`config.mk`:
```
export PLATFORM = sky130hd
export DESIGN_NAME = sram_fifo_regs
export DESIGN_NICKNAME = d
export VERILOG_FILES = /design/src/hdl/sram_fifo_pkg.sv /design/src/hdl/sram_fifo_regs.sv
export SDC_FILE = /design/constraint.sdc
export NUM_CORES = 1
export LEC_CHECK = 0
export ABC_CLOCK_PERIOD_IN_PS = 2900
export BUFFER_PORTS_ARGS = -buffer_cell sky130_fd_sc_hd__buf_2
export CAP_MARGIN = 5
export CORE_UTILIZATION = 53
export DETAILED_ROUTE_END_ITERATION = 10
export GPL_TIMING_DRIVEN = 0
export PLACE_DENSITY = 0.8
export SETUP_SLACK_MARGIN = 0.05
export SLEW_MARGIN = 20
export SYNTH_ARGS = -nofsm -noshare
export SYNTH_HDL_FRONTEND = slang
export SYNTH_SLANG_ARGS = --single-unit
```
`constraint.sdc`:
```
create_clock -name BUS_CLK -period 2.9 [get_ports BUS_CLK]
set_clock_uncertainty 0.1 [all_clocks]
set_input_delay 0.725 -clock BUS_CLK [delete_from_list [all_inputs] [get_ports BUS_CLK]]
set_output_delay 0.725 -clock BUS_CLK [all_outputs]
set_load 0.03 [all_outputs]
```
`src/hdl/sram_fifo_pkg.sv`:
```
// sram_fifo_pkg
// shared constants and enumerations of the SRAM ring buffer FIFO
// widths, register map and read controller states
package sram_fifo_pkg;

    localparam int SRAM_ADDR_W = 20; // 1M halfwords max
    localparam int SRAM_DATA_W = 16;

    localparam int BUF_DEPTH = 16;  // input buffer, 32-bit words
    localparam int BUF_PTR_W = 4;

    // fill level in halfwords, one bit above the address
    localparam int SIZE_W = 21;

    // threshold reset values, in 1/256 of the SRAM depth
    localparam logic [7:0] ALMOST_FULL_DEFAULT  = 8'd242;
    localparam logic [7:0] ALMOST_EMPTY_DEFAULT = 8'd12;

    typedef enum logic [15:0] {
        REG_RESET  = 16'd0,
        REG_SIZE0  = 16'd1, // almost-full on write
        REG_SIZE1  = 16'd2, // almost-empty on write
        REG_SIZE2  = 16'd3,
        REG_ERRCNT = 16'd4
    } reg_addr_e;

    // encodings kept from the older controller
    typedef enum logic [1:0] {
        READ_WORD = 2'd0,
        READ_HOLD = 2'd2,
        READ_TRY  = 2'd3
    } read_state_e;

endpackage

```
`src/hdl/sram_fifo_regs.sv`:
```
// sram_fifo_regs
// 8-bit register bus of the SRAM FIFO: soft reset on address 0,
// almost-full / almost-empty thresholds, fill level readback in bytes,
// saturating read-error counter and the near-full flag with hysteresis
`timescale 1ns/100ps

module sram_fifo_regs #(
    parameter int SRAM_DEPTH = 1 << sram_fifo_pkg::SRAM_ADDR_W
) (
    input  logic                            BUS_CLK,
    input  logic                            RST,
    input  logic [15:0]                     bus_add,
    input  logic [7:0]                      bus_data_in,
    input  logic                            bus_wr,
    output logic [7:0]                      bus_data_out,
    output logic                            local_rst,
    input  logic [sram_fifo_pkg::SIZE_W-1:0] size,
    input  logic                            read_error_strobe,
    output logic                            fifo_near_full,
    output logic                            fifo_read_error
);

    logic        soft_rst;
    logic [7:0]  almost_full;
    logic [7:0]  almost_empty;
    logic [7:0]  err_cnt;
    logic [23:0] size_bytes;
    logic [31:0] full_level;
    logic [31:0] empty_level;

    assign soft_rst  = bus_wr && (bus_add == sram_fifo_pkg::REG_RESET);
    assign local_rst = RST || soft_rst;

    always_ff @(posedge BUS_CLK) begin
        if (local_rst) begin
            almost_full  <= sram_fifo_pkg::ALMOST_FULL_DEFAULT;
            almost_empty <= sram_fifo_pkg::ALMOST_EMPTY_DEFAULT;
        end else if (bus_wr) begin
            if (bus_add == sram_fifo_pkg::REG_SIZE0)
                almost_full <= bus_data_in;
            if (bus_add == sram_fifo_pkg::REG_SIZE1)
                almost_empty <= bus_data_in;
        end
    end

    // halfwords to bytes
    assign size_bytes = {2'b00, size, 1'b0};

    always_ff @(posedge BUS_CLK) begin
        if (local_rst) begin
            bus_data_out <= 8'h00;
        end else begin
            case (bus_add)
                sram_fifo_pkg::REG_SIZE0:  bus_data_out <= size_bytes[7:0];
                sram_fifo_pkg::REG_SIZE1:  bus_data_out <= size_bytes[15:8];
                sram_fifo_pkg::REG_SIZE2:  bus_data_out <= size_bytes[23:16];
                sram_fifo_pkg::REG_ERRCNT: bus_data_out <= err_cnt;
                default:                   bus_data_out <= 8'h00;
            endcase
        end
    end

    // read attempts on an empty FIFO, stuck at 255
    always_ff @(posedge BUS_CLK) begin
        if (local_rst)
            err_cnt <= 8'd0;
        else if (read_error_strobe && err_cnt != 8'hff)
            err_cnt <= err_cnt + 8'd1;
    end

    assign fifo_read_error = (err_cnt != 8'd0);

    // thresholds scaled to the SRAM depth
    assign full_level  = ((32'(almost_full) + 32'd1) * 32'(SRAM_DEPTH)) >> 8;
    assign empty_level = ((32'(almost_empty) + 32'd1) * 32'(SRAM_DEPTH)) >> 8;

    always_ff @(posedge BUS_CLK) begin
        if (local_rst)
            fifo_near_full <= 1'b0;
        else if (32'(size) >= full_level || almost_full == 8'd0)
            fifo_near_full <= 1'b1;
        else if ((32'(size) <= empty_level && almost_empty != 8'd0) || size == '0)
            fifo_near_full <= 1'b0; // between the levels the flag holds
    end

endmodule

```
# Word-level counts from Yosys, hierarchy flattened
# Index checks and enable logic that the tools add are counted.
# Widths: inputs -> output; s select.
# word_totals
ff_bits,33
wordCells,32
mem_bits_ro,0
out_inout_bits,11
ram_bits,0
inputBits,49
memories,0
latchBits,0
# classes
mux,3
div,0
addsub,3
bitwise,0
n_eq_ne,5
n_mul,0
n_shift,0
n_lt_le_gt_ge,2
reduce_logical,14
# op_table
op,n
$eq 16x2->1 const B,2
$pmux 8 s4,1
$ge 21x21->1,1
$le 21x21->1,1
$logic_not 21->1,1
$add 8x1->9 const B,2
$eq 16x1->1 const B,1
$eq 16x3->1 const B,1
$logic_not 16->1,1
$reduce_bool 8->1,2
$add 8x1->8 const B,1
$logic_not 8->1,1
$ne 8x8->1 const B,1
$reduce_and 2->1,2
$logic_and 1x1->1,3
$logic_or 1x1->1,3
$mux 1,2
$reduce_bool 2->1,1

# Longest topological paths before layout
# Gate-level depths: netlist of the first run.
# logic_depth
word_depth,6
ltp_mapped,10
mapped_depth_nobuf,10

# Worst setup path before layout of the first run
# Ideal clock, no wire load.
# synth_timing
path_type,input to output
from,in bus_add[5]
to,out local_rst
t_arrival_ns,1.862
required_time_ns,2.075
slack_ns,0.213
n_path_buf,3
stages,7
path_cell_list,nor4_2 and4_1 buf_4 a31oi_4 inv_2 buf_4 buf_4
# synth_via
elab_chain_cells,3
# synth_lines
item,line,text
"start, declared",sram_fifo_regs.sv:12,"input logic [15:0] bus_add,"
$logic_not 16->1,sram_fifo_regs.sv:31,assign soft_rst = bus_wr && (bus_add == sram_fifo_pkg::REG_RESET);
$logic_and 1x1->1,sram_fifo_regs.sv:31,
$logic_or 1x1->1,sram_fifo_regs.sv:32,assign local_rst = RST || soft_rst;
"end, declared",sram_fifo_regs.sv:16,"output logic local_rst,"
# No other way between the ends.

# Worst setup path in the final report of the first run
# layout_timing
from,in bus_add[6]
to,out local_rst
# Same word-level chain as after synthesis.

==> run summary, run 1 <==
* complete, no violations — status
* 0.2493 — ratio of cells with drive above 1 in the final layout
* 66.84 um — overall die width
* 0 — final hold violation count
* 0.6158 — worst relative slew slack
* sky130_fd_sc_hd__nor4_4 — cell with the largest stage delay on the worst path
* 0.004468 mm2 — Die Outline Area
* 0 — fraction of synthesis flops using an asynchronous set or reset pin
* primary output — kind of capture point of the worst setup path
* 0 — total number of yosys warnings
* 0.392 — Clock Power Share
* 409 — Final Net Count
* 0.2965 — sequential share of the synthesized area
* 0.8505 — final weighted congestion in routability-driven placement
* in -> out — classification of the worst setup path
* 0.3997 mV — maximum vdd drop
* 209 — drt initial violations
* 0 — hold buffer count at CTS
* false — setup repair after global routing missed its margin
* -0.2800 ns — Place WS
* 4 — iteration count of the initial detailed-routing pass
* yes — clock tree from TritonCTS
* 377 — Inst Count DP
* 0.06 ns — clock-pin slew on the worst setup and hold paths
* 11 — largest net degree at the start of global routing
* sky130_fd_sc_hd__dfxtp_1 — predominant post-synthesis flop cell
* 0.1372 ns — final worst-path setup slack
* 0 — antenna-violating nets left
* 0.28 ns — largest stage delay on the critical path
* 358.4 mW/mm2 — ratio of total power to cell area
* 0.30 ns — clock insertion delay at the later pin of the skew report
* 0.2847 — GRT Total Usage
* 0 — number of flops mapped to enable cells by yosys
* 0.5725 ns — slew at the pin closest to its max-slew limit
* 66.84 um — die span in y
* 1.94 ns — critical path data arrival time
* 0.470 — share of power burned in registers
* sky130_fd_sc_hd__buf_2 — most frequent standard cell in the layout excluding fill and tap cells
* 0 ns — aggregate negative setup slack
* 0.002581 mm2 — dpl cell area
* 0.5531 — effective utilization at floorplan
* 2,282 — count of vias placed by the detailed router
* sky130_fd_sc_hd__dfxtp_1 — most area-hungry cell type in the Yosys netlist
* sky130_fd_sc_hd__buf_6 — most frequent cell on the critical path
* 5883 um — Final Routed Wirelength
* 33 — CTS Sinks
* 0.138 — proportion of power drawn by combinational gates
* 0 — number of antenna violations at the first check in global routing
* 0.004029 mm2 — core region area
* buf_2 -> nor4_4 -> and4_1 -> buf_6 -> a31oi_4 -> inv_2 -> buf_8 -> buf_6 — list of cells traversed by the critical path
* 0.4031 ns — hold_ws
* 4530 um — post-detailed-placement half-perimeter wirelength
* 2.763 ns — fin crit period
* 2 — Longest Clk Path Bufs
* 0 — count of antenna diodes in the layout
* 23.30% — area added between synthesis and finish
* 60 — I/O pin count
* 361.9 MHz — maximum clock frequency
* 0.2596 — Net Sw Frac
* sky130_fd_sc_hd__dfxtp_1 30%, sky130_fd_sc_hd__ha_1 13%, sky130_fd_sc_hd__nand3_1 7.6% — Synth area leaders
* 5.897 — Avg Vias per Cell
* 2.08 ns — data required time at the worst endpoint
* 8.284 um2 — synthesized area divided by synthesized cell count
* 5 — Num CTS Buffers
* 0.0002557 W — Switching Power
* 0 — Setup Viol. Count Final
* 2,013 — number of global-route vias before repair
* 0.0007292 W — internal power consumption
* 0.9527 — Tcrit/Tclk final
* 0 — Congestion Overflow GR
* 23 — cell row count
* 33 — Yosys reg bits
* 2 — Clock H-tree levels
* 0.002228 mm2 — synthesized area
* 45 — distinct cell type count after synthesis
* primary input — Critical Path Source Type
* 58 — Port Buffer Count
* 9246 um — first-pass GRT wire length
* 0 — DRC
* 269 — synthesized netlist cell count
* 11 — worst-path maximum fanout
* 1.156 nW — Leakage
* 0.2965 — portion of synthesized cell area occupied by the leading cell type
* 0 — Final Max Tran Viols
* 58 x sky130_fd_sc_hd__buf_2, 34 x sky130_fd_sc_hd__nand3_1, 33 x sky130_fd_sc_hd__dfxtp_1 — most frequent cells in the layout
* 0 — max_cap viols
* sky130_fd_sc_hd__clkbuf_8 — buffer cell driving the clock tree root
* 342 — net count after synthesis
* 15.20 um — post-DR wirelength/cell
* 387 — Non-Filler Instances
* 0.002748 mm2 — Non-Filler Cell Area, Final
* reg -> reg — path class of the lowest-slack min-delay path
Yosys cell counts, types with 5 or more instances:
cell	count
sky130_fd_sc_hd__ha_1	24
sky130_fd_sc_hd__nor4_1	5
sky130_fd_sc_hd__nand4_1	8
sky130_fd_sc_hd__nor2_1	17
sky130_fd_sc_hd__dfxtp_1	33
sky130_fd_sc_hd__inv_1	9
sky130_fd_sc_hd__xor2_1	11
sky130_fd_sc_hd__nand2_1	27
sky130_fd_sc_hd__a21oi_1	21
sky130_fd_sc_hd__xnor2_1	7
sky130_fd_sc_hd__nor3_1	7
sky130_fd_sc_hd__nand3_1	34
sky130_fd_sc_hd__a22oi_1	10
power groups by stage:
stage	clock (W)	sequential (W)	combinational, W
CTS	0.000389	0.000463	0.000133
floorplan	0	0.000473	0.0000576
finish	0.000387	0.000463	0.000136
global route	0.000407	0.000463	0.000149
detailed placement	0	0.000473	0.000123
global placement	0	0.000473	0.000121
final cells by class:
| class | count | area [um2] |
|---|---|---|
| repair buffers | 61 | 319.1 |
| multi-input cells | 215 | 1475 |
| clock buffers | 7 | 96.34 |
| flip-flops and latches | 33 | 660.6 |
| plain buffers | 10 | 91.34 |
| inverters | 10 | 37.54 |
| fillers | 363 | 1281 |
| well taps | 50 | 62.56 |
| clock inverters | 1 | 5.005 |
final timing paths:
check / from / to / slack [ns] / cells after the start
worst min-delay path: almost_empty[7] / almost_empty[7] / 0.40 / 2
worst max register to register: almost_full[1] / fifo_near_full / 0.41 / 10
worst max-delay path: bus_add[6] / local_rst / 0.14 / 8
worst min register to register: almost_empty[7] / almost_empty[7] / 0.40 / 2
cells by family (layout without fill, tap and decap cells):
kind of cell | after synthesis | in the layout | share of synthesized area
buffers and inverters | 21 | 89 | 0.05614
AOI/OAI and AO/OA | 52 | 52 | 0.1561
xor gates and xnor gates | 18 | 18 | 0.07075
and+or+nand+nor | 121 | 121 | 0.2858
adders and majority gates | 24 | 24 | 0.1348
DFF | 33 | 33 | 0.2965
critical path, delay by kind of cell:
kind	cells	cell delay, ns
buffers and inverters	5	0.60
AND/OR/NAND/NOR	2	0.52
AO/OA/AOI/OAI	1	0.09
stage by stage:
step / power (W) / util
floorplan: 0.0005310 / -
finish: 0.0009849 / 0.6820
CTS: 0.0009837 / 0.6789
detailed placement: 0.0005965 / 0.6407
global route: 0.001018 / 0.6820
global placement: 0.0005935 / 0.6407
per-layer routing:
layer | up-vias | share of wire | routed length [um] | track usage
met5 | - | 0 | 0 | 0
met3 | 11 | 0.065 | 383 | 0.07021
met4 | 0 | 0.014 | 84 | 0.1037
met1 | 1063 | 0.44 | 2581 | 0.3621
li1 | 1129 | - | - | -
met2 | 79 | 0.48 | 2835 | 0.4609
repair_timing:
item / in CTS / in global routing
pin swaps: 3 / 2
setup endpoints to repair: 1 / 1
resized for setup: 7 / 4
buffers inserted: 3 / 0
sequential cells by signal, indices dropped and copies added, names as in the netlist:
register and count:
almost_empty 8, almost_full 8, bus_data_out 8, err_cnt 8, fifo_near_full 1
No activity file was read; power rests on OpenSTA's default activity.
==> run 2: changes to the inputs <==
ABC_CLOCK_PERIOD_IN_PS = 3550   (was 2900)
CORE_UTILIZATION = 55   (was 53)
PLACE_DENSITY = 0.83   (was 0.8)
clock period = 3.55 ns   (was 2.9 ns; I/O delays follow)
==> run 2 against run 1 <==
Effect of this change: worst setup slack improved by 0.019 ns; die area decreased by 3.5%; register-to-register slack improved by 0.65 ns; critical endpoint unchanged.
==> run summary, run 2 (same netlist as run 1, synthesis figures left out) <==
* 0.004310 mm2 — Die Outline Area
* primary output — kind of capture point of the worst setup path
* 2 — Clock H-tree levels
* 0.1566 ns — final worst-path setup slack
* 0 — Setup Viol. Count Final
* 0.8524 — final weighted congestion in routability-driven placement
* 108 — drt initial violations
* 0.139 — proportion of power drawn by combinational gates
* 0.2062 mV — maximum vdd drop
* 0 — number of setup buffers added after CTS
* 0.29 ns — clock insertion delay at the later pin of the skew report
* 2.56 ns — data required time at the worst endpoint
* complete, no violations — status
* 2 — Longest Clk Path Bufs
* reg -> reg — path class of the lowest-slack min-delay path
* 58 — Port Buffer Count
* 0 — Congestion Overflow GR
* 0 — Final Max Tran Viols
* 65.65 um — overall die width
* 2,216 — count of vias placed by the detailed router
* 0.5909 — effective utilization at floorplan
* 10 — worst-path maximum fanout
* 0.498 — share of power burned in registers
* 5587 um — Final Routed Wirelength
* 0.03650 ns — Place WS
* 0.0007589 W — total power
* sky130_fd_sc_hd__clkbuf_8 — buffer cell driving the clock tree root
* 0.2695 — Net Sw Frac
* 5 — Num CTS Buffers
* 14.59 um — post-DR wirelength/cell
* 60 — I/O pin count
* 65.65 um — die span in y
* 0 — number of antenna violations at the first check in global routing
* 5.786 — Avg Vias per Cell
* 0.5299 ns — slew at the pin closest to its max-slew limit
* 0.6444 — worst relative slew slack
* 0.0002045 W — Switching Power
* 0 ns — aggregate negative setup slack
* 1,996 — number of global-route vias before repair
* 33 — CTS Sinks
* false — setup repair after global routing missed its margin
* 332 — number of filler instances in the final layout
* 9170 um — first-pass GRT wire length
* 282.2 mW/mm2 — ratio of total power to cell area
* 3.393 ns — fin crit period
* 0.9559 — Tcrit/Tclk final
* 4393 um — post-detailed-placement half-perimeter wirelength
* 0 — max_cap viols
* 1.132 nW — Leakage
* in -> out — classification of the worst setup path
* yes — clock tree from TritonCTS
* 0 — final hold violation count
* 0.2851 — GRT Total Usage
* 0 — DRC
* 294.7 MHz — maximum clock frequency
* 0.003771 mm2 — core region area
* primary input — Critical Path Source Type
* 0.0005544 W — internal power consumption
* 0 — count of antenna diodes in the layout
* 4 — iteration count of the initial detailed-routing pass
* 0.07 ns — clock-pin slew on the worst setup and hold paths
* 20.66% — area added between synthesis and finish
* 58 x sky130_fd_sc_hd__buf_2, 34 x sky130_fd_sc_hd__nand3_1, 33 x sky130_fd_sc_hd__dfxtp_1 — most frequent cells in the layout
* sky130_fd_sc_hd__buf_2 — most frequent standard cell in the layout excluding fill and tap cells
* 407 — Final Net Count
* 0.2388 — ratio of cells with drive above 1 in the final layout
* 22 — cell row count
* 2.41 ns — critical path data arrival time
* 0.363 — Clock Power Share
* 11 — largest net degree at the start of global routing
* 0 — antenna-violating nets left
run 2: changes by cell type in the layout (fill, tap and decap cells not counted), sizes merged:
| cell | previous run | this run |
|---|---|---|
| buf | 68 | 66 |
| clkbuf | 10 | 9 |
| clkinv | 1 | 2 |
run 2: metal layers:
| layer | track usage | wire, um | share of wire |
|---|---|---|---|
| met5 | 0 | 0 | 0 |
| met4 | 0.1141 | 65 | 0.012 |
| met3 | 0.06250 | 376 | 0.067 |
| met2 | 0.4515 | 2705 | 0.48 |
| met1 | 0.3712 | 2440 | 0.44 |
run 2: metrics by stage:
stage            util  instance area (um2)  hold WS, ns  std cells
6_report       0.7130                 2689       0.4075        383
5_1_grt        0.7130                 2689       0.4367        383
4_1_cts        0.7064                 2664       0.4094        383
3_5_place_dp   0.6838                 2579       0.3994        375
3_3_place_gp   0.6838                 2579       0.3887        375
2_1_floorplan       -                 2228       0.3732        269
run 2: final timing paths:
| kind | slack, ns | depth (start not counted) | from | to |
|---|---|---|---|---|
| setup / recovery | 0.16 | 9 | bus_add[11] | local_rst |
| hold / removal | 0.41 | 2 | almost_empty[1] | almost_empty[1] |
| setup reg to reg | 1.06 | 10 | almost_full[1] | fifo_near_full |
| hold reg to reg | 0.41 | 2 | almost_empty[1] | almost_empty[1] |
run 2: area by class of cell:
cell class	instances	area (um2)	share of cell area
Multi-Input combinational cell	215	1460	0.5430
Clock inverter	2	10.01	0.003723
Buffer	11	95.09	0.03537
Clock buffer	6	72.57	0.02699
Tap cell	48	60.06	0.02234
Timing Repair Buffer	58	292.8	0.1089
Sequential cell	33	660.6	0.2457
Inverter	10	37.54	0.01396
run 2: timing repair:
action	in CTS	in global routing
gates cloned	0	0
setup endpoints to repair	1	1
gates resized for setup	1	4
hold buffers	0	0
run 2: critical path: stages:
cell and delay, ns:
sky130_fd_sc_hd__buf_2 0.12, sky130_fd_sc_hd__nor4_4 0.28, sky130_fd_sc_hd__and4_1 0.22, sky130_fd_sc_hd__buf_4 0.14, sky130_fd_sc_hd__a31oi_4 0.16, sky130_fd_sc_hd__inv_2 0.12
sky130_fd_sc_hd__buf_6 0.15, sky130_fd_sc_hd__buf_6 0.15, sky130_fd_sc_hd__buf_4 0.16
run 2: power by group through the flow:
stage / Combinational, W / Clock, W / Sequential, W
floorplan: 0.0000470 / 0 / 0.000387
global placement: 0.0000984 / 0 / 0.000386
detailed placement: 0.000101 / 0 / 0.000386
CTS: 0.000102 / 0.000279 / 0.000378
global route: 0.000115 / 0.000299 / 0.000378
finish: 0.000105 / 0.000276 / 0.000378
==> run 3: changes to the inputs <==
==> constraint.sdc (replaced) <==
create_clock -name BUS_CLK -period 3.55 [get_ports BUS_CLK]
set_clock_uncertainty 0.1 [all_clocks]
set_input_delay 0.71 -clock BUS_CLK [delete_from_list [all_inputs] [get_ports BUS_CLK]]
set_output_delay 0.71 -clock BUS_CLK [all_outputs]
set_load 0.03 [all_outputs]
==> run 3 against run 2 <==
Effect of this change: cell count unchanged; critical path type unchanged; largest cell class unchanged; utilization down 0.73 points; die area unchanged; sequential cell count unchanged; worst setup slack better by 0.23 ns; sequential power about the same; clock-buffer cell count unchanged; hold slack about the same; largest power group unchanged; routed wire length about the same.
==> run summary, run 3 (same netlist as run 1, synthesis figures left out) <==
* 0.8915 — Tcrit/Tclk final
* 2.74 ns — data required time at the worst endpoint
* 11 — largest net degree at the start of global routing
* 0 — Final Max Tran Viols
* 0.002579 mm2 — dpl cell area
* 14.58 um — post-DR wirelength/cell
* 283.3 mW/mm2 — ratio of total power to cell area
* 0 — count of antenna diodes in the layout
* primary input — Critical Path Source Type
* 58 — Port Buffer Count
* fifo_near_full — critical register-to-register path endpoint
* almost_full[1] — launching point of the worst reg2reg path
* 0 — max_cap viols
* 0.2036 mV — maximum vdd drop
* 1.126 nW — Leakage
* 2.35 ns — critical path data arrival time
* 2,201 — count of vias placed by the detailed router
* 0.5434 ns — slew at the pin closest to its max-slew limit
* 0.6353 — worst relative slew slack
* 2701 um — WL met2
* 2 — Clock H-tree levels
* 0.2388 — ratio of cells with drive above 1 in the final layout
* 65.65 um — die span in y
* 33 — CTS Sinks
* 0 — DRC
* 1,996 — number of global-route vias before repair
* 10 — worst-path maximum fanout
* 2 — Longest Clk Path Bufs
* 333 — number of filler instances in the final layout
* 5.747 — Avg Vias per Cell
* 316.0 MHz — maximum clock frequency
* 65.65 um — overall die width
* 0.5909 — effective utilization at floorplan
* sky130_fd_sc_hd__clkbuf_8 — buffer cell driving the clock tree root
* 0 — Congestion Overflow GR
* 5 — Num CTS Buffers
* met4 — max layer used
* 0 — number of antenna violations at the first check in global routing
* 9170 um — first-pass GRT wire length
* in -> out — classification of the worst setup path
* 0 — Setup Viol. Count Final
* 0.7057 — post-layout util
* 4393 um — post-detailed-placement half-perimeter wirelength
* primary output — kind of capture point of the worst setup path
* 59 x sky130_fd_sc_hd__buf_2, 34 x sky130_fd_sc_hd__nand3_1, 33 x sky130_fd_sc_hd__dfxtp_1 — most frequent cells in the layout
* almost_empty[1] — WHS Endpoint
* 22 — cell row count
* 5585 um — Final Routed Wirelength
* 10 — path depth of the worst reg2reg path
* 0 — antenna-violating nets left
* 0.07 ns — clock-pin slew on the worst setup and hold paths
* 2 — WHS Path Cells
* 0.2851 — GRT Total Usage
* 19.43% — area added between synthesis and finish
* 0 ns — aggregate negative setup slack
* 4 — iteration count of the initial detailed-routing pass
* 0.8524 — final weighted congestion in routability-driven placement
* 0 — PostCTS Resize Cnt
* complete, no violations — status
* almost_empty[1] — hold_sp
* 0.003771 mm2 — core region area
* 0 — hold buffer count at CTS
* 407 — Final Net Count
* 3.165 ns — fin crit period
* 0.29 ns — clock insertion delay at the later pin of the skew report
* 1.05 ns — R2R Setup Slk
* 307 um — met3 wire len
* sky130_fd_sc_hd__buf_2 — most frequent standard cell in the layout excluding fill and tap cells
* 0 — number of setup buffers added after CTS
* reg -> reg — path class of the lowest-slack min-delay path
* yes — clock tree from TritonCTS
* false — setup repair after global routing missed its margin
* 0.004310 mm2 — Die Outline Area
* 0.002661 mm2 — Non-Filler Cell Area, Final
* 0 — final hold violation count
* 2478 um — routed length on met1
* 126 — drt initial violations
* 60 — I/O pin count
==> run 3: cell counts in the layout (fill, tap and decap cells not counted) <==
Identical to the previous run, type by type.
==> run 3: cell type report <==
cell class,instances,area [um2],share of cell area
well taps,48,60.06,0.02257
clock inverters,2,10.01,0.003761
repair buffers,58,290.3,0.1091
inverters,10,37.54,0.01410
clock buffers,6,72.57,0.02727
flip-flops and latches,33,660.6,0.2482
plain buffers,11,87.58,0.03291
multi-input cells,215,1443,0.5421
==> run 3: worst max-delay path, cell delays in order <==
cell and delay [ns]:
sky130_fd_sc_hd__buf_2 0.11, sky130_fd_sc_hd__nor4_2 0.30, sky130_fd_sc_hd__and4_1 0.23, sky130_fd_sc_hd__buf_4 0.14, sky130_fd_sc_hd__a31oi_4 0.16, sky130_fd_sc_hd__inv_2 0.10, sky130_fd_sc_hd__buf_4 0.18, sky130_fd_sc_hd__buf_4 0.20
sky130_fd_sc_hd__buf_2 0.21
==> run 3: how the worst max path moves through the flow <==
stage / from / endpoint / slack [ns] / cells after the start
final: bus_add[11] / local_rst / 0.39 / 9
after global placement: bus_add[5] / local_rst / 0.43 / 9
after global routing: bus_add[5] / local_rst / 0.27 / 9
after floorplan: bus_add[5] / local_rst / 0.89 / 7
after detailed placement: bus_add[5] / local_rst / 0.39 / 9
after CTS: bus_add[11] / local_rst / 0.37 / 9
==> run 3: metrics by stage <==
| stage | power (W) | std cells | setup WS [ns] | hold WS (ns) |
|---|---|---|---|---|
| 6_report | 0.0007540 | 383 | 0.3851 | 0.4079 |
| 5_1_grt | 0.0007889 | 383 | 0.2685 | 0.4367 |
| 3_5_place_dp | 0.0004873 | 375 | 0.3915 | 0.3994 |
| 2_1_floorplan | 0.0004338 | 269 | 0.8929 | 0.3732 |
| 3_3_place_gp | 0.0004845 | 375 | 0.4258 | 0.3887 |
| 4_1_cts | 0.0007585 | 383 | 0.3739 | 0.4094 |
==> run 3: routing by layer <==
| metal | global-route usage | vias up |
|---|---|---|
| li1 | - | 1125 |
| met5 | 0 | - |
| met1 | 0.3712 | 1006 |
| met4 | 0.1141 | 0 |
| met2 | 0.4515 | 61 |
| met3 | 0.06250 | 9 |
==> run 3: where the power goes <==
group / total, W / internal [W] / switching (W) / leakage [nW]
sequential: 0.000378 / 0.000374 / 0.00000459 / 0.267
combinational: 0.000102 / 0.0000434 / 0.0000581 / 0.814
clock: 0.000274 / 0.000136 / 0.000139 / 0.0450
